$ cat src/hdl/frontend_pkg.sv
package frontend_pkg;

  localparam int NUM_SUPER = 2;
  localparam int ARCH_REGS = 32;
  localparam int PHYS_REGS = 64;
  localparam int PREG_W    = 6;
  localparam int CNT_W     = PREG_W + 1;  // counts 0 to PHYS_REGS
  localparam int FB_DEPTH  = 4;
  localparam int FB_PTR_W  = $clog2(FB_DEPTH);

  localparam logic [4:0]  ZERO_REG  = 5'd31;
  localparam logic [31:0] NOOP_INST = 32'h47ff041f;  // bis $31,$31,$31

  // primary opcodes, everything else decodes as illegal
  typedef enum logic [5:0] {
    PAL_INST  = 6'h00,
    LDA_INST  = 6'h08,
    INTA_GRP  = 6'h10,
    INTL_GRP  = 6'h11,
    INTS_GRP  = 6'h12,
    INTM_GRP  = 6'h13,
    JSR_GRP   = 6'h1a,
    LDQ_INST  = 6'h29,
    STQ_INST  = 6'h2d,
    BR_INST   = 6'h30,
    BSR_INST  = 6'h34,
    BLBC_INST = 6'h38,
    BEQ_INST  = 6'h39,
    BLT_INST  = 6'h3a,
    BLE_INST  = 6'h3b,
    BLBS_INST = 6'h3c,
    BNE_INST  = 6'h3d,
    BGE_INST  = 6'h3e,
    BGT_INST  = 6'h3f
  } opcode_e;

  // operate function codes; 0x20 is addq, bis or mulq depending on group
  typedef enum logic [6:0] {
    FN_AND           = 7'h00,
    FN_BIC           = 7'h08,
    FN_CMPULT        = 7'h1d,
    FN_ADDQ_BIS_MULQ = 7'h20,
    FN_ORNOT         = 7'h28,
    FN_SUBQ          = 7'h29,
    FN_CMPEQ         = 7'h2d,
    FN_SRL           = 7'h34,
    FN_SLL           = 7'h39,
    FN_SRA           = 7'h3c,
    FN_CMPULE        = 7'h3d,
    FN_XOR           = 7'h40,
    FN_EQV           = 7'h48,
    FN_CMPLT         = 7'h4d,
    FN_CMPLE         = 7'h6d
  } int_func_e;

  typedef enum logic [25:0] {
    PAL_WHAMI = 26'h00003c,
    PAL_HALT  = 26'h000555
  } pal_func_e;

  typedef enum logic [4:0] {
    ALU_ADDQ, ALU_SUBQ, ALU_AND, ALU_BIC, ALU_BIS, ALU_ORNOT, ALU_XOR, ALU_EQV,
    ALU_SRL, ALU_SLL, ALU_SRA, ALU_MULQ,
    ALU_CMPEQ, ALU_CMPLT, ALU_CMPLE, ALU_CMPULT, ALU_CMPULE
  } alu_func_e;

  // five units need a third bit
  typedef enum logic [2:0] {FU_ALU, FU_MULT, FU_LD, FU_ST, FU_BR} fu_e;

  typedef enum logic [1:0] {
    ALU_OPA_IS_REGA, ALU_OPA_IS_MEM_DISP, ALU_OPA_IS_NPC, ALU_OPA_IS_NOT3
  } opa_sel_e;

  typedef enum logic [1:0] {
    ALU_OPB_IS_REGB, ALU_OPB_IS_ALU_IMM, ALU_OPB_IS_BR_DISP
  } opb_sel_e;

  typedef struct packed {
    logic [5:0]  opcode;
    logic [4:0]  rega_idx;
    logic [4:0]  regb_idx;
    logic [15:0] mem_disp;
  } mem_fmt_t;

  typedef struct packed {
    logic [5:0]  opcode;
    logic [4:0]  rega_idx;
    logic [20:0] branch_disp;
  } br_fmt_t;

  typedef struct packed {
    logic [5:0] opcode;
    logic [4:0] rega_idx;
    logic [4:0] regb_idx;
    logic [2:0] sbz;
    logic       imm;  // low in register form
    logic [6:0] func;
    logic [4:0] regc_idx;
  } rop_fmt_t;

  typedef struct packed {
    logic [5:0] opcode;
    logic [4:0] rega_idx;
    logic [7:0] lit;
    logic       imm;
    logic [6:0] func;
    logic [4:0] regc_idx;
  } iop_fmt_t;

  typedef struct packed {
    logic [5:0]  opcode;
    logic [25:0] func;
  } pal_fmt_t;

  typedef union packed {
    mem_fmt_t m;
    br_fmt_t  b;
    rop_fmt_t r;
    iop_fmt_t i;
    pal_fmt_t p;
  } inst_t;

  typedef struct packed {
    logic                         valid;
    inst_t [NUM_SUPER-1:0]        inst;
    logic  [NUM_SUPER-1:0][63:0]  pc;
    logic  [NUM_SUPER-1:0][63:0]  npc;
    logic  [NUM_SUPER-1:0][63:0]  target;  // predicted
  } fb_pair_t;

  typedef struct packed {
    logic        valid;
    logic        halt;
    logic        cpuid;
    logic        illegal;
    inst_t       inst;
    logic [63:0] pc;
    logic [63:0] npc;
    logic [63:0] target;
    opa_sel_e    opa_sel;
    opb_sel_e    opb_sel;
    alu_func_e   func;
    fu_e         fu;
    logic        rd_mem;
    logic        wr_mem;
    logic        cond_branch;
    logic        uncond_branch;
    logic [4:0]  dest_idx;
    logic [4:0]  rega_idx;
    logic [4:0]  regb_idx;
  } dec_inst_t;

  typedef struct packed {
    dec_inst_t         dec;
    logic [PREG_W-1:0] dest_tag;
    logic [PREG_W-1:0] old_dest_tag;  // freed when this slot retires
    logic [PREG_W-1:0] rega_tag;
    logic [PREG_W-1:0] regb_tag;
  } dispatch_t;

  typedef struct packed {
    logic              valid;
    logic [PREG_W-1:0] tag;
  } release_t;

endpackage

$ cat src/hdl/fetch_buffer.sv
`timescale 1ns/1ps

module fetch_buffer
  import frontend_pkg::*;
(
  input  logic     clock,
  input  logic     arst_n,
  input  logic     fetch_valid,
  input  fb_pair_t fetch_pair,
  input  logic     pop,
  output fb_pair_t head,
  output logic     fb_full
);

  fb_pair_t            mem [FB_DEPTH];
  logic [FB_PTR_W-1:0] head_ptr;
  logic [FB_PTR_W-1:0] tail_ptr;
  logic [FB_PTR_W:0]   count;
  logic                push;
  logic                do_pop;

  assign fb_full = int'(count) == FB_DEPTH;
  assign push    = fetch_valid && !fb_full;  // dropped when full
  assign do_pop  = pop && count != '0;

  always_comb begin
    head       = mem[head_ptr];
    head.valid = count != '0;
  end

  always_ff @(posedge clock) begin
    if (push) begin
      mem[tail_ptr] <= fetch_pair;
    end
  end

  always_ff @(posedge clock or negedge arst_n) begin
    if (!arst_n) begin
      head_ptr <= '0;
      tail_ptr <= '0;
      count    <= '0;
    end else begin
      head_ptr <= head_ptr + FB_PTR_W'(do_pop);  // wraps, depth is a power of two
      tail_ptr <= tail_ptr + FB_PTR_W'(push);
      count    <= count + (FB_PTR_W + 1)'(push) - (FB_PTR_W + 1)'(do_pop);
    end
  end

  // fetch has to watch fb_full
  assert property (@(posedge clock) disable iff (!arst_n) fetch_valid |-> !fb_full);

  // rename only pops a pair it has seen
  assert property (@(posedge clock) disable iff (!arst_n) pop |-> count != '0);

endmodule

$ cat src/hdl/inst_decoder.sv
`timescale 1ns/1ps

module inst_decoder
  import frontend_pkg::*;
(
  input  logic        valid_in,
  input  inst_t       inst_in,
  input  logic [63:0] pc_in,
  input  logic [63:0] npc_in,
  input  logic [63:0] target_in,
  output dec_inst_t   slot
);

  logic bad;  // unknown opcode or function

  always_comb begin
    slot          = '0;
    slot.inst     = NOOP_INST;
    slot.opa_sel  = ALU_OPA_IS_REGA;
    slot.opb_sel  = ALU_OPB_IS_REGB;
    slot.func     = ALU_ADDQ;
    slot.fu       = FU_ALU;
    slot.dest_idx = ZERO_REG;
    slot.rega_idx = ZERO_REG;
    slot.regb_idx = ZERO_REG;
    bad           = 1'b0;
    if (valid_in) begin
      slot.valid  = 1'b1;
      slot.inst   = inst_in;
      slot.pc     = pc_in;
      slot.npc    = npc_in;
      slot.target = target_in;
      case (inst_in.m.opcode)
        PAL_INST: begin
          case (inst_in.p.func)
            PAL_HALT: begin
              slot.halt = 1'b1;
            end
            PAL_WHAMI: begin
              slot.cpuid    = 1'b1;
              slot.dest_idx = inst_in.r.rega_idx;
            end
            default: begin
              bad = 1'b1;
            end
          endcase
        end

        LDA_INST: begin
          slot.opa_sel  = ALU_OPA_IS_MEM_DISP;
          slot.dest_idx = inst_in.m.rega_idx;
          slot.regb_idx = inst_in.m.regb_idx;  // base
        end

        INTA_GRP, INTL_GRP, INTS_GRP, INTM_GRP: begin
          slot.opb_sel  = inst_in.i.imm ? ALU_OPB_IS_ALU_IMM : ALU_OPB_IS_REGB;
          slot.dest_idx = inst_in.r.regc_idx;
          slot.rega_idx = inst_in.r.rega_idx;
          slot.regb_idx = inst_in.i.imm ? ZERO_REG : inst_in.r.regb_idx;
          // function codes overlap between groups, so match both fields
          case ({inst_in.r.opcode, inst_in.r.func})
            {INTA_GRP, FN_ADDQ_BIS_MULQ}: slot.func = ALU_ADDQ;
            {INTA_GRP, FN_SUBQ}:          slot.func = ALU_SUBQ;
            {INTA_GRP, FN_CMPEQ}:         slot.func = ALU_CMPEQ;
            {INTA_GRP, FN_CMPLT}:         slot.func = ALU_CMPLT;
            {INTA_GRP, FN_CMPLE}:         slot.func = ALU_CMPLE;
            {INTA_GRP, FN_CMPULT}:        slot.func = ALU_CMPULT;
            {INTA_GRP, FN_CMPULE}:        slot.func = ALU_CMPULE;
            {INTL_GRP, FN_AND}:           slot.func = ALU_AND;
            {INTL_GRP, FN_BIC}:           slot.func = ALU_BIC;
            {INTL_GRP, FN_ADDQ_BIS_MULQ}: slot.func = ALU_BIS;
            {INTL_GRP, FN_ORNOT}:         slot.func = ALU_ORNOT;
            {INTL_GRP, FN_XOR}:           slot.func = ALU_XOR;
            {INTL_GRP, FN_EQV}:           slot.func = ALU_EQV;
            {INTS_GRP, FN_SRL}:           slot.func = ALU_SRL;
            {INTS_GRP, FN_SLL}:           slot.func = ALU_SLL;
            {INTS_GRP, FN_SRA}:           slot.func = ALU_SRA;
            {INTM_GRP, FN_ADDQ_BIS_MULQ}: begin
              slot.func = ALU_MULQ;
              slot.fu   = FU_MULT;
            end
            default: begin
              bad = 1'b1;
            end
          endcase
        end

        LDQ_INST: begin
          slot.opa_sel  = ALU_OPA_IS_MEM_DISP;
          slot.dest_idx = inst_in.m.rega_idx;
          slot.regb_idx = inst_in.m.regb_idx;
          slot.rd_mem   = 1'b1;
          slot.fu       = FU_LD;
        end

        STQ_INST: begin
          slot.opa_sel  = ALU_OPA_IS_MEM_DISP;
          slot.rega_idx = inst_in.m.rega_idx;  // store data
          slot.regb_idx = inst_in.m.regb_idx;
          slot.wr_mem   = 1'b1;
          slot.fu       = FU_ST;
        end

        BR_INST, BSR_INST: begin
          slot.opa_sel       = ALU_OPA_IS_NPC;
          slot.opb_sel       = ALU_OPB_IS_BR_DISP;
          slot.dest_idx      = inst_in.b.rega_idx;  // link register
          slot.uncond_branch = 1'b1;
          slot.fu            = FU_BR;
        end

        BLBC_INST, BEQ_INST, BLT_INST, BLE_INST,
        BLBS_INST, BNE_INST, BGE_INST, BGT_INST: begin
          slot.opa_sel     = ALU_OPA_IS_NPC;
          slot.opb_sel     = ALU_OPB_IS_BR_DISP;
          slot.rega_idx    = inst_in.b.rega_idx;
          slot.cond_branch = 1'b1;
          slot.fu          = FU_BR;
        end

        JSR_GRP: begin
          // jmp, jsr, ret and jsr_co all behave alike here
          slot.opa_sel       = ALU_OPA_IS_NOT3;
          slot.func          = ALU_AND;  // word-align the target
          slot.dest_idx      = inst_in.m.rega_idx;
          slot.regb_idx      = inst_in.m.regb_idx;
          slot.uncond_branch = 1'b1;
          slot.fu            = FU_BR;
        end

        default: begin
          bad = 1'b1;
        end
      endcase

      if (bad) begin
        slot.illegal = 1'b1;
        slot.valid   = 1'b0;
      end
    end
  end

endmodule

$ cat src/hdl/decoder.sv
`timescale 1ns/1ps

module decoder
  import frontend_pkg::*;
(
  input  fb_pair_t                  fb_head,
  output dec_inst_t [NUM_SUPER-1:0] dec,
  output logic                      illegal
);

  // both slots share the pair valid bit
  inst_decoder i_slot0 (
    .valid_in  (fb_head.valid),
    .inst_in   (fb_head.inst[0]),
    .pc_in     (fb_head.pc[0]),
    .npc_in    (fb_head.npc[0]),
    .target_in (fb_head.target[0]),
    .slot      (dec[0])
  );

  inst_decoder i_slot1 (
    .valid_in  (fb_head.valid),
    .inst_in   (fb_head.inst[1]),
    .pc_in     (fb_head.pc[1]),
    .npc_in    (fb_head.npc[1]),
    .target_in (fb_head.target[1]),
    .slot      (dec[1])
  );

  assign illegal = dec[0].illegal | dec[1].illegal;

endmodule

$ cat src/hdl/free_list.sv
`timescale 1ns/1ps

module free_list
  import frontend_pkg::*;
(
  input  logic                             clock,
  input  logic                             arst_n,
  input  logic     [NUM_SUPER-1:0]             alloc_req,
  input  logic                             alloc_en,
  output logic     [NUM_SUPER-1:0][PREG_W-1:0] alloc_tag,
  output logic     [CNT_W-1:0]                 free_count,
  input  release_t [NUM_SUPER-1:0]             release_tags  // from retirement
);

  logic [PREG_W-1:0] queue [PHYS_REGS];
  logic [PREG_W-1:0] head_ptr;
  logic [PREG_W-1:0] tail_ptr;
  logic [CNT_W-1:0]  count;
  logic [1:0]        n_alloc;
  logic [1:0]        n_rel;

  assign free_count   = count;
  assign alloc_tag[0] = queue[head_ptr];
  assign alloc_tag[1] = alloc_req[0] ? queue[head_ptr + 1'b1] : queue[head_ptr];

  assign n_alloc = alloc_en ? {1'b0, alloc_req[0]} + {1'b0, alloc_req[1]} : 2'd0;
  assign n_rel   = {1'b0, release_tags[0].valid} + {1'b0, release_tags[1].valid};

  always_ff @(posedge clock or negedge arst_n) begin
    if (!arst_n) begin
      for (int i = 0; i < PHYS_REGS; i++) begin
        queue[i] <= PREG_W'(i + ARCH_REGS);  // only the first 32 count
      end
      head_ptr <= '0;
      tail_ptr <= PREG_W'(ARCH_REGS);
      count    <= CNT_W'(PHYS_REGS - ARCH_REGS);
    end else begin
      if (release_tags[0].valid) begin
        queue[tail_ptr] <= release_tags[0].tag;
      end
      if (release_tags[1].valid) begin
        queue[tail_ptr + PREG_W'(release_tags[0].valid)] <= release_tags[1].tag;
      end
      head_ptr <= head_ptr + PREG_W'(n_alloc);
      tail_ptr <= tail_ptr + PREG_W'(n_rel);
      count    <= count - CNT_W'(n_alloc) + CNT_W'(n_rel);
    end
  end

  // more releases than allocations would mean a tag freed twice
  assert property (@(posedge clock) disable iff (!arst_n) free_count <= PHYS_REGS);

  // rename has to stall rather than overdraw
  assert property (@(posedge clock) disable iff (!arst_n) alloc_en |-> CNT_W'(n_alloc) <= count);

endmodule

$ cat src/hdl/rename_stage.sv
`timescale 1ns/1ps

module rename_stage
  import frontend_pkg::*;
(
  input  logic                                 clock,
  input  logic                                 arst_n,
  input  dec_inst_t [NUM_SUPER-1:0]             dec,
  input  logic                                 dec_illegal,
  input  logic      [CNT_W-1:0]                 free_count,
  input  logic      [NUM_SUPER-1:0][PREG_W-1:0] alloc_tag,
  output logic      [NUM_SUPER-1:0]             alloc_req,
  output logic                                 alloc_en,
  output logic                                 pop,
  output logic                                 stall,
  output dispatch_t [NUM_SUPER-1:0]             dispatch,
  output logic                                 halt,
  output logic                                 illegal
);

  logic      [PREG_W-1:0]    map_table [ARCH_REGS];
  logic      [1:0]           n_req;
  logic                      pair_valid;
  dispatch_t [NUM_SUPER-1:0] renamed;
  dispatch_t [NUM_SUPER-1:0] disp_q;
  logic      [NUM_SUPER-1:0] disp_valid;

  // a present slot decodes either valid or illegal
  assign pair_valid = dec[0].valid | dec[0].illegal | dec[1].valid | dec[1].illegal;

  always_comb begin
    for (int s = 0; s < NUM_SUPER; s++) begin
      alloc_req[s] = dec[s].valid && dec[s].dest_idx != ZERO_REG;
    end
  end

  assign n_req    = {1'b0, alloc_req[0]} + {1'b0, alloc_req[1]};
  assign stall    = pair_valid && free_count < CNT_W'(n_req);
  assign pop      = pair_valid && !stall;
  assign alloc_en = pop;

  always_comb begin
    for (int s = 0; s < NUM_SUPER; s++) begin
      renamed[s].dec          = dec[s];
      renamed[s].rega_tag     = map_table[dec[s].rega_idx];
      renamed[s].regb_tag     = map_table[dec[s].regb_idx];
      renamed[s].old_dest_tag = map_table[dec[s].dest_idx];
    end
    // slot 1 sees slot 0's new mapping
    if (alloc_req[0]) begin
      if (dec[1].rega_idx == dec[0].dest_idx) begin
        renamed[1].rega_tag = alloc_tag[0];
      end
      if (dec[1].regb_idx == dec[0].dest_idx) begin
        renamed[1].regb_tag = alloc_tag[0];
      end
      if (dec[1].dest_idx == dec[0].dest_idx) begin
        renamed[1].old_dest_tag = alloc_tag[0];
      end
    end
    for (int s = 0; s < NUM_SUPER; s++) begin
      renamed[s].dest_tag = alloc_req[s] ? alloc_tag[s] : renamed[s].old_dest_tag;
    end
  end

  always_ff @(posedge clock or negedge arst_n) begin
    if (!arst_n) begin
      for (int i = 0; i < ARCH_REGS; i++) begin
        map_table[i] <= PREG_W'(i);
      end
      disp_valid <= '0;
      halt       <= 1'b0;
      illegal    <= 1'b0;
    end else begin
      disp_valid <= '0;
      halt       <= 1'b0;
      illegal    <= 1'b0;
      if (pop) begin
        // slot 1 written last, so it wins on a shared destination
        for (int s = 0; s < NUM_SUPER; s++) begin
          if (alloc_req[s]) begin
            map_table[dec[s].dest_idx] <= alloc_tag[s];
          end
        end
        disp_valid <= {dec[1].valid, dec[0].valid};
        halt       <= dec[0].halt | dec[1].halt;
        illegal    <= dec_illegal;
      end
    end
  end

  always_ff @(posedge clock) begin
    if (pop) begin
      disp_q <= renamed;
    end
  end

  always_comb begin
    dispatch = disp_q;
    for (int s = 0; s < NUM_SUPER; s++) begin
      dispatch[s].dec.valid = disp_valid[s];
    end
  end

  // a stalled pair waits at the head of the fetch buffer
  assert property (@(posedge clock) disable iff (!arst_n) stall |=> $stable(dec));

endmodule

$ cat src/hdl/frontend_top.sv
`timescale 1ns/1ps

module frontend_top
  import frontend_pkg::*;
(
  input  logic                      clock,
  input  logic                      arst_n,
  input  logic                      fetch_valid,
  input  fb_pair_t                  fetch_pair,
  output logic                      fb_full,
  input  release_t  [NUM_SUPER-1:0] release_tags,
  output dispatch_t [NUM_SUPER-1:0] dispatch,
  output logic                      halt,
  output logic                      illegal,
  output logic                      stall
);

  fb_pair_t                         fb_head;
  dec_inst_t [NUM_SUPER-1:0]             dec;
  logic                             dec_illegal;
  logic                             pop;
  logic                             alloc_en;
  logic      [NUM_SUPER-1:0]             alloc_req;
  logic      [NUM_SUPER-1:0][PREG_W-1:0] alloc_tag;
  logic      [CNT_W-1:0]                 free_count;

  fetch_buffer i_fetch_buffer (
    .clock       (clock),
    .arst_n      (arst_n),
    .fetch_valid (fetch_valid),
    .fetch_pair  (fetch_pair),
    .pop         (pop),
    .head        (fb_head),
    .fb_full     (fb_full)
  );

  decoder i_decoder (
    .fb_head (fb_head),
    .dec     (dec),
    .illegal (dec_illegal)
  );

  free_list i_free_list (
    .clock        (clock),
    .arst_n       (arst_n),
    .alloc_req    (alloc_req),
    .alloc_en     (alloc_en),
    .alloc_tag    (alloc_tag),
    .free_count   (free_count),
    .release_tags (release_tags)
  );

  rename_stage i_rename_stage (
    .clock       (clock),
    .arst_n      (arst_n),
    .dec         (dec),
    .dec_illegal (dec_illegal),
    .free_count  (free_count),
    .alloc_tag   (alloc_tag),
    .alloc_req   (alloc_req),
    .alloc_en    (alloc_en),
    .pop         (pop),
    .stall       (stall),
    .dispatch    (dispatch),
    .halt        (halt),
    .illegal     (illegal)
  );

endmodule

$ cat config.mk
export PLATFORM = sky130hd
export DESIGN_NAME = frontend_top
export DESIGN_NICKNAME = d
export VERILOG_FILES = /design/src/hdl/frontend_pkg.sv /design/src/hdl/fetch_buffer.sv /design/src/hdl/inst_decoder.sv /design/src/hdl/decoder.sv /design/src/hdl/free_list.sv /design/src/hdl/rename_stage.sv /design/src/hdl/frontend_top.sv
export SDC_FILE = /design/constraint.sdc
export NUM_CORES = 2
export LEC_CHECK = 0
export BUFFER_PORTS_ARGS = -buffer_cell sky130_fd_sc_hd__buf_4
export CAP_MARGIN = 20
export CORE_AREA = 10 10 677 679
export CTS_BUF_LIST = sky130_fd_sc_hd__clkbuf_8
export CTS_CLUSTER_SIZE = 8
export DETAILED_ROUTE_END_ITERATION = 10
export DIE_AREA = 0 0 687 689
export PLACE_DENSITY = 0.54
export SYNTH_ARGS = -nofsm -noshare
export SYNTH_HDL_FRONTEND = slang
export SYNTH_SLANG_ARGS = --single-unit
$ cat constraint.sdc
create_clock -name clock -period 64.7 [get_ports clock]
set_input_delay 3.235 -clock clock [delete_from_list [all_inputs] [get_ports clock]]
set_output_delay 3.235 -clock clock [all_outputs]
set_load 0.01 [all_outputs]
# Yosys cells after proc, flatten, opt, wreduce, memory -nomap -nowiden
# Memory sizes are Yosys's and may differ from the RTL's.
# Cells that the tools add are included.
[totals]
reg_bits = 1170
ram_bits = 1796
in_bits = 466
out_inout_bits = 570
wordCells = 419
memories = 1
[classes]
addsub = 12
magnitude_cmp = 15
eq_ne = 80
muxes = 106
n_bitwise = 15
reduce_logical = 41
[memory_table]
columns = ["name", "depth", "width", "read_ports", "rd_ports_with_merged_regs", "wr", "line_no", "rtl"]
rows = [
  ["i_fetch_buffer.mem", 4, 449, 1, 0, 1, "fetch_buffer.sv:15", "fb_pair_t mem [FB_DEPTH];"],
]
[ops]
columns = ["cell", "n"]
rows = [
  ["384-bit bitwise mux", 2],
  ["384-bit 2-to-1 mux", 2],
  ["192-bit 2-to-1 mux", 3],
  ["259-bit 2-to-1 mux", 2],
  ["13-bit by 12-bit equality test with 1-bit output (second input constant)", 34],
  ["192-bit bitwise mux", 2],
  ["6-bit binary-select mux with 5-bit select", 6],
  ["5-bit case mux with 16 select lines", 2],
  ["6-bit 2-to-1 mux", 26],
  ["6-bit equality test (second input constant)", 24],
  ["6-bit binary-select mux with 6-bit select", 2],
  ["6-bit demux with 6-bit select", 2],
  ["6-bit demux with 5-bit select", 2],
  ["6-bit by 5-bit equality test with 1-bit output (second input constant)", 10],
  ["26-bit by 11-bit equality test with 1-bit output (second input constant)", 2],
  ["26-bit by 6-bit equality test with 1-bit output (second input constant)", 2],
  ["5-bit case mux with 2 select lines", 4],
  ["6-bit greater-or-equal comparator (second input constant)", 6],
  ["5-bit NOT with 6-bit output", 6],
  ["17-bit OR reduction", 2],
  ["1-bit 2-to-1 mux", 30],
  ["5-bit 2-to-1 mux", 6],
  ["5-bit case mux with 3 select lines", 2],
  ["7-bit greater-or-equal comparator (second input constant)", 4],
  ["38 further kinds", 86],
]

# Depth between registers and ports, before layout
# An unclocked memory read counts as a cell.
[logic_depth]
word_depth = 18
ltp_mapped = 38

# By module
# A second synthesis with hierarchy kept.
[unflattened]
hier_cells = 7676
hier_area_um2 = 133514.3
[modules_own_cells]
columns = ["module", "instances", "cells_per_inst", "area_per_inst_um2", "seq_area_each_um2"]
rows = [
  ["fetch_buffer", 1, 2371, 65059.9, 53986.8],
  ["rename_stage", 1, 2115, 36024.6, 21941.0],
  ["free_list", 1, 2377, 27473.8, 10327.4],
  ["inst_decoder", 2, 406, 2474.9, 0.0],
  ["decoder", 1, 1, 6.3, 0.0],
]

# Least setup slack after synthesis
# No wires, ideal clock.
[synth_path]
path_kind = "input to register"
from = "input port fetch_valid"
to = "memory i_fetch_buffer.mem[0][0] (netlist name), enable pin"
setup_ns = 1.897
arrival_time_ns = 35.719
required_time_ns = 62.803
slack_ns = 27.084
stages = 2
n_path_buf = 0
path_cell_list = "nor2b_1 -> nor3b_1"
[synth_via]
elab_chain_cells = 3
[synth_lines]
columns = ["element", "line_no", "rtl"]
rows = [
  ["start: declaration", "frontend_top.sv:8", "input logic fetch_valid,"],
  ["1-bit logical AND", "fetch_buffer.sv:23", "assign push = fetch_valid && !fb_full;"],
  ["1-bit 2-to-1 mux", "fetch_buffer.sv:32", "if (push) begin"],
  ["1-bit 2-to-1 mux (implied by the code)", "fetch_buffer.sv:33", "mem[tail_ptr] <= fetch_pair;"],
  ["end: declaration", "fetch_buffer.sv:15", ""],
]
# Every way passes these cells.

# Worst setup path after layout
[layout_path]
from = "register i_fetch_buffer.head_ptr[1]"
to = "output port stall"
[layout_via]
elab_chain_cells = 12
word_cells_on_any_way = 115
classes_between = "add/sub: 1; order compare: 1; eq/ne: 76; mux: 18; bitwise: 3; reduce/logical: 15; memory: 1"
[layout_lines]
columns = ["element", "line_no", "rtl"]
rows = [
  ["start: declaration", "fetch_buffer.sv:16", "logic [FB_PTR_W-1:0] head_ptr;"],
  ["start signal: assignment", "fetch_buffer.sv:43", "head_ptr <= head_ptr + FB_PTR_W'(do_pop);"],
  ["memory 4 x 449 bit *", "-", ""],
  ["13-bit by 12-bit equality test with 1-bit output, or another cell as far along", "inst_decoder.sv:61", "case ({inst_in.r.opcode, inst_in.r.func})"],
  ["17-bit OR reduction (no source line) or 2-bit OR reduction (tied branches)", "-", ""],
  ["1-bit 2-to-1 mux (on tied branches)", "inst_decoder.sv:61, inst_decoder.sv:35", ""],
  ["1-bit case mux with 3 select lines", "inst_decoder.sv:33", "case (inst_in.m.opcode)"],
  ["1-bit 2-to-1 mux", "inst_decoder.sv:27", "if (valid_in) begin"],
  ["1-bit 2-to-1 mux", "inst_decoder.sv:136", "if (bad) begin"],
  ["259-bit 2-to-1 mux", "inst_decoder.sv:27", ""],
  ["1-bit logical AND or 1-bit OR (tied branches)", "rename_stage.sv:33, rename_stage.sv:29", ""],
  ["1-bit by 1-bit adder with 2-bit output or 1-bit OR (tied branches)", "rename_stage.sv:37, rename_stage.sv:29", ""],
  ["7-bit by 2-bit < comparator with 1-bit output or 1-bit OR (tied branches)", "rename_stage.sv:38, rename_stage.sv:29", ""],
  ["1-bit logical AND *", "rename_stage.sv:38", "assign stall = pair_valid && free_count < CNT_W'(n_req);"],
  ["end: declaration", "frontend_top.sv:15", "output logic stall"],
]
# Mark *: on every way between the ends. The rest lies on a longest branch, timed or not. The select of a mux whose other input is x is not followed.

==> flow_summary.json <==
{
  "layout_min_cycle_time_ps": 13230,
  "routed_wl_um": 545000,
  "hold_depth": 0,
  "synth_cell_types": 99,
  "hp-class": "flop to flop",
  "fin_crit_sh_pct": 20.4,
  "path_cells": "buf_4, buf_4, mux4_2, nor4b_1, nand4_1, o21ba_2, nor3_2, inv_2, nand3_1, buf_4, o21ai_2, inv_2, ha_1, inv_1, ha_1, a21boi_0, or3_1, a21oi_1, and2_1, buf_4",
  "synthXorXnorAreaFrac_pct": 0.290,
  "maxSlewViolCount": 0,
  "hold_ws_ps": 464,
  "syn_to_final_growth_pct": 18.6,
  "drt-pass1-iter-count": 9,
  "drc_errors": 0,
  "critPathLaunchType": "flop",
  "clk_path_buf_depth": 4,
  "max_stage_delay_ps": 940,
  "async_reset_ff_share_pct": 20.5,
  "wl_per_cell_um": 33.5,
  "die_w_um": 687,
  "cp_num_cells": 20,
  "yosysSeqAreaShare_pct": 65.0,
  "synthSimpleGateAreaFrac_pct": 8.09,
  "cts_made_buffers": 534,
  "grtUsageTotal_pct": 22.1,
  "netlist_area_sq_mm": 0.133,
  "antenna_found_initial": 173,
  "via_per_inst": 5.50,
  "slew_headroom_pct": 12.8,
  "clk_pin_slew_ps": 60,
  "finalSetupViolCount": 0,
  "ir_worst_vdd_mv": 0.128,
  "synth_edf_count": 2356,
  "r2r_end": "i_rename_stage.map_table[78]$_DFFE_PN0N_",
  "io_buffers": 1034,
  "status": "finished clean",
  "grt_overflow": 0,
  "cp.arrival_ps": 9990,
  "cp_max_fo": 64,
  "hpwlAfterDp_um": 369000,
  "cts-resized-gates": 0,
  "synth_top_family_by_area": "multiplexers",
  "drv_cap": 0,
  "synth_adder_area_share_pct": 0.302,
  "ioPinCount": 1036,
  "timing.setup.tns_ps": 0,
  "finalNetCount": 10400,
  "synth-compound-area-share_pct": 7.44,
  "syn_avg_cell_area_sq_um": 15.1,
  "rsz0062_at_grt": "no",
  "hold_violations": 0,
  "cts_max_level": 6,
  "crit_end": "stall",
  "worst_pin_slew_ps": 1310,
  "rrSetupSlack_ps": 52090,
  "dpl_cell_area_sq_mm": 0.147,
  "ys_warn_count": 0,
  "clkSinkCount": 2962,
  "drive_gt1_share_pct": 30.7,
  "syn_nets": 9265,
  "cts_setup_buffers": 0,
  "cellPowerDensity_mw_per_mm2": 58.5,
  "vias": 89500,
  "grt_pass1_wl_um": 742000,
  "initial_core_util_pct": 29.9,
  "critPathTopFamily": "buffers and inverters",
  "synth-seq-cells": 2962,
  "cpMostUsedCell": "buf_4",
  "fmax_mhz": 75.6,
  "power.total_mw": 9.20,
  "core-area_sq_mm": 0.444,
  "end_kind": "output pin",
  "grt_max_degree": 134,
  "dieArea_sq_mm": 0.473,
  "critPathBufInv": 7,
  "gp_congestion": 1.03,
  "crit_type": "flop to output pin",
  "grt_pass1_vias": 89700,
  "ant_nets": 0,
  "rows": 245,
  "required_ps": 61460,
  "die_h_um": 689,
  "regToRegStartpoint": "i_fetch_buffer.head_ptr[1]$_DFF_PN0_",
  "synth_mux_area_share_pct": 16.6,
  "cts_root_buffer": "clkbuf_8",
  "cts_tree": "built",
  "design_area_sq_mm": 0.157,
  "p_leak_nw": 55.7,
  "utilization_pct": 35.4,
  "insertion_delay_ps": 1200,
  "syn_inst": 8770,
  "r2r_cells": 27,
  "finClkSkew_ps": 94.3,
  "crit_slowest_cell": "buf_4",
  "dr.first_iter.drc_count": 9957,
  "synthFlopType": "edfxtp_1",
  "crit_start": "i_fetch_buffer.head_ptr[1]$_DFF_PN0_",
  "ctsHoldBuffers": 0
}
logic make-up after synthesis:
| family | count (synthesis) |
|---|---|
| DFF | 2962 |
| buffers and inverters | 755 |
| xor gates and xnor gates | 44 |
| adders and majority gates | 29 |
| AOI/OAI and AO/OA | 1482 |
| and+or+nand+nor | 2203 |
| muxes | 1295 |
power by group:
group | internal (mW) | total (mW) | switching [mW]
Combinational | 1.45 | 4.30 | 2.85
Clock | 0.853 | 1.67 | 0.815
Sequential | 2.84 | 3.23 | 0.395
Total | 5.14 | 9.20 | 4.06
worst min path at each step:
stage	start	to	slack, ps
finish	i_rename_stage.map_table[2]$_DFFE_PN1N_	i_rename_stage.map_table[2]$_DFFE_PN1N_	460
global route	i_rename_stage.map_table[2]$_DFFE_PN1N_	i_rename_stage.map_table[2]$_DFFE_PN1N_	460
CTS	i_rename_stage.map_table[1]$_DFFE_PN1N_	i_rename_stage.map_table[1]$_DFFE_PN1N_	460
detailed placement	i_rename_stage.map_table[1]$_DFFE_PN1N_	i_rename_stage.map_table[1]$_DFFE_PN1N_	450
global placement	i_rename_stage.map_table[2]$_DFFE_PN1N_	i_rename_stage.map_table[2]$_DFFE_PN1N_	440
floorplan	i_rename_stage.map_table[1]$_DFFE_PN1N_	i_rename_stage.map_table[1]$_DFFE_PN1N_	450
Yosys cell counts (60+ instances only):
cell | number | area share (%)
o21ai_0 | 390 | 1.5
buf_1 | 143 | 0.40
edfxtp_1 | 2356 | 53
clkbuf_1 | 456 | 1.3
dfstp_2 | 274 | 5.4
and3_1 | 60 | 0.28
a221oi_1 | 120 | 0.79
mux4_2 | 723 | 12
inv_1 | 75 | 0.21
nor2_1 | 509 | 1.4
o22ai_1 | 118 | 0.56
mux2i_1 | 534 | 4.0
a31oi_1 | 67 | 0.32
nand3_1 | 221 | 0.83
dfrtp_1 | 332 | 6.3
o221ai_1 | 118 | 0.78
a21oi_1 | 298 | 1.1
nand2_1 | 664 | 1.9
nor3_1 | 74 | 0.28
and2_1 | 431 | 2.0
sequential cells by signal, summed over array words and instances (netlist names):
signal / count
i_fetch_buffer.count: 3
i_fetch_buffer.head_ptr: 2
i_fetch_buffer.mem: 1792
i_fetch_buffer.tail_ptr: 2
i_free_list.free_count: 7
i_free_list.head_ptr: 6
i_free_list.queue: 384
i_free_list.tail_ptr: 6
i_rename_stage.disp_valid: 2
i_rename_stage.dispatch: 564
i_rename_stage.halt: 1
i_rename_stage.illegal: 1
i_rename_stage.map_table: 192
cell type report:
class	instances	area (sq um)
antenna	65	163
clock buffer	567	7800
clock inverter	358	2000
fill	42500	287000
inverter	88	340
multi-input combinational	5053	43800
sequential	2962	86300
tap	5928	7420
timing repair buffer	1258	9590
layer usage:
metal | vias to the layer above | global-route usage, % | wire (um)
li1 | 36900 | - | -
met1 | 46100 | 25.9 | 198000
met5 | - | 0 | 519
met2 | 5111 | 35.3 | 253000
met3 | 1385 | 8.56 | 60200
met4 | 74 | 11.4 | 32900
cell usage in the layout (no fill, tap or decap), types with 33 or more instances in the layout:
cell type  Yosys  final
edfxtp_1    2356   2356
buf_4         10   1242
mux4_2       723    723
nand2_1      664    660
clkbuf_8       0    567
mux2i_1      534    529
nor2_1       509    489
and2_1       431    429
o21ai_0      390    389
dfrtp_1      332    327
a21oi_1      298    297
dfstp_2      274    274
inv_1         75    261
nand3_1      221    221
a221oi_1     120    120
o22ai_1      118    118
o221ai_1     118    118
clkinv_1       7     80
a31oi_1       67     67
diode_2        0     65
nor3_1        74     65
and3_1        60     58
a211oi_1      57     56
o221a_2       45     45
o211ai_1      42     42
or2_2         40     38
mux2_2        38     38
nand2b_1      34     34
clkinv_2       0     33
stage by stage:
| stage | std cells | setup WS, ps |
|---|---|---|
| after detailed placement | 15300 | 52140 |
| after CTS | 16200 | 51150 |
| after global placement | 15300 | 52120 |
| final | 16300 | 51470 |
| after floorplan | 8770 | 27080 |
| after global routing | 16200 | 51110 |
(Power assumes the default switching activity.)
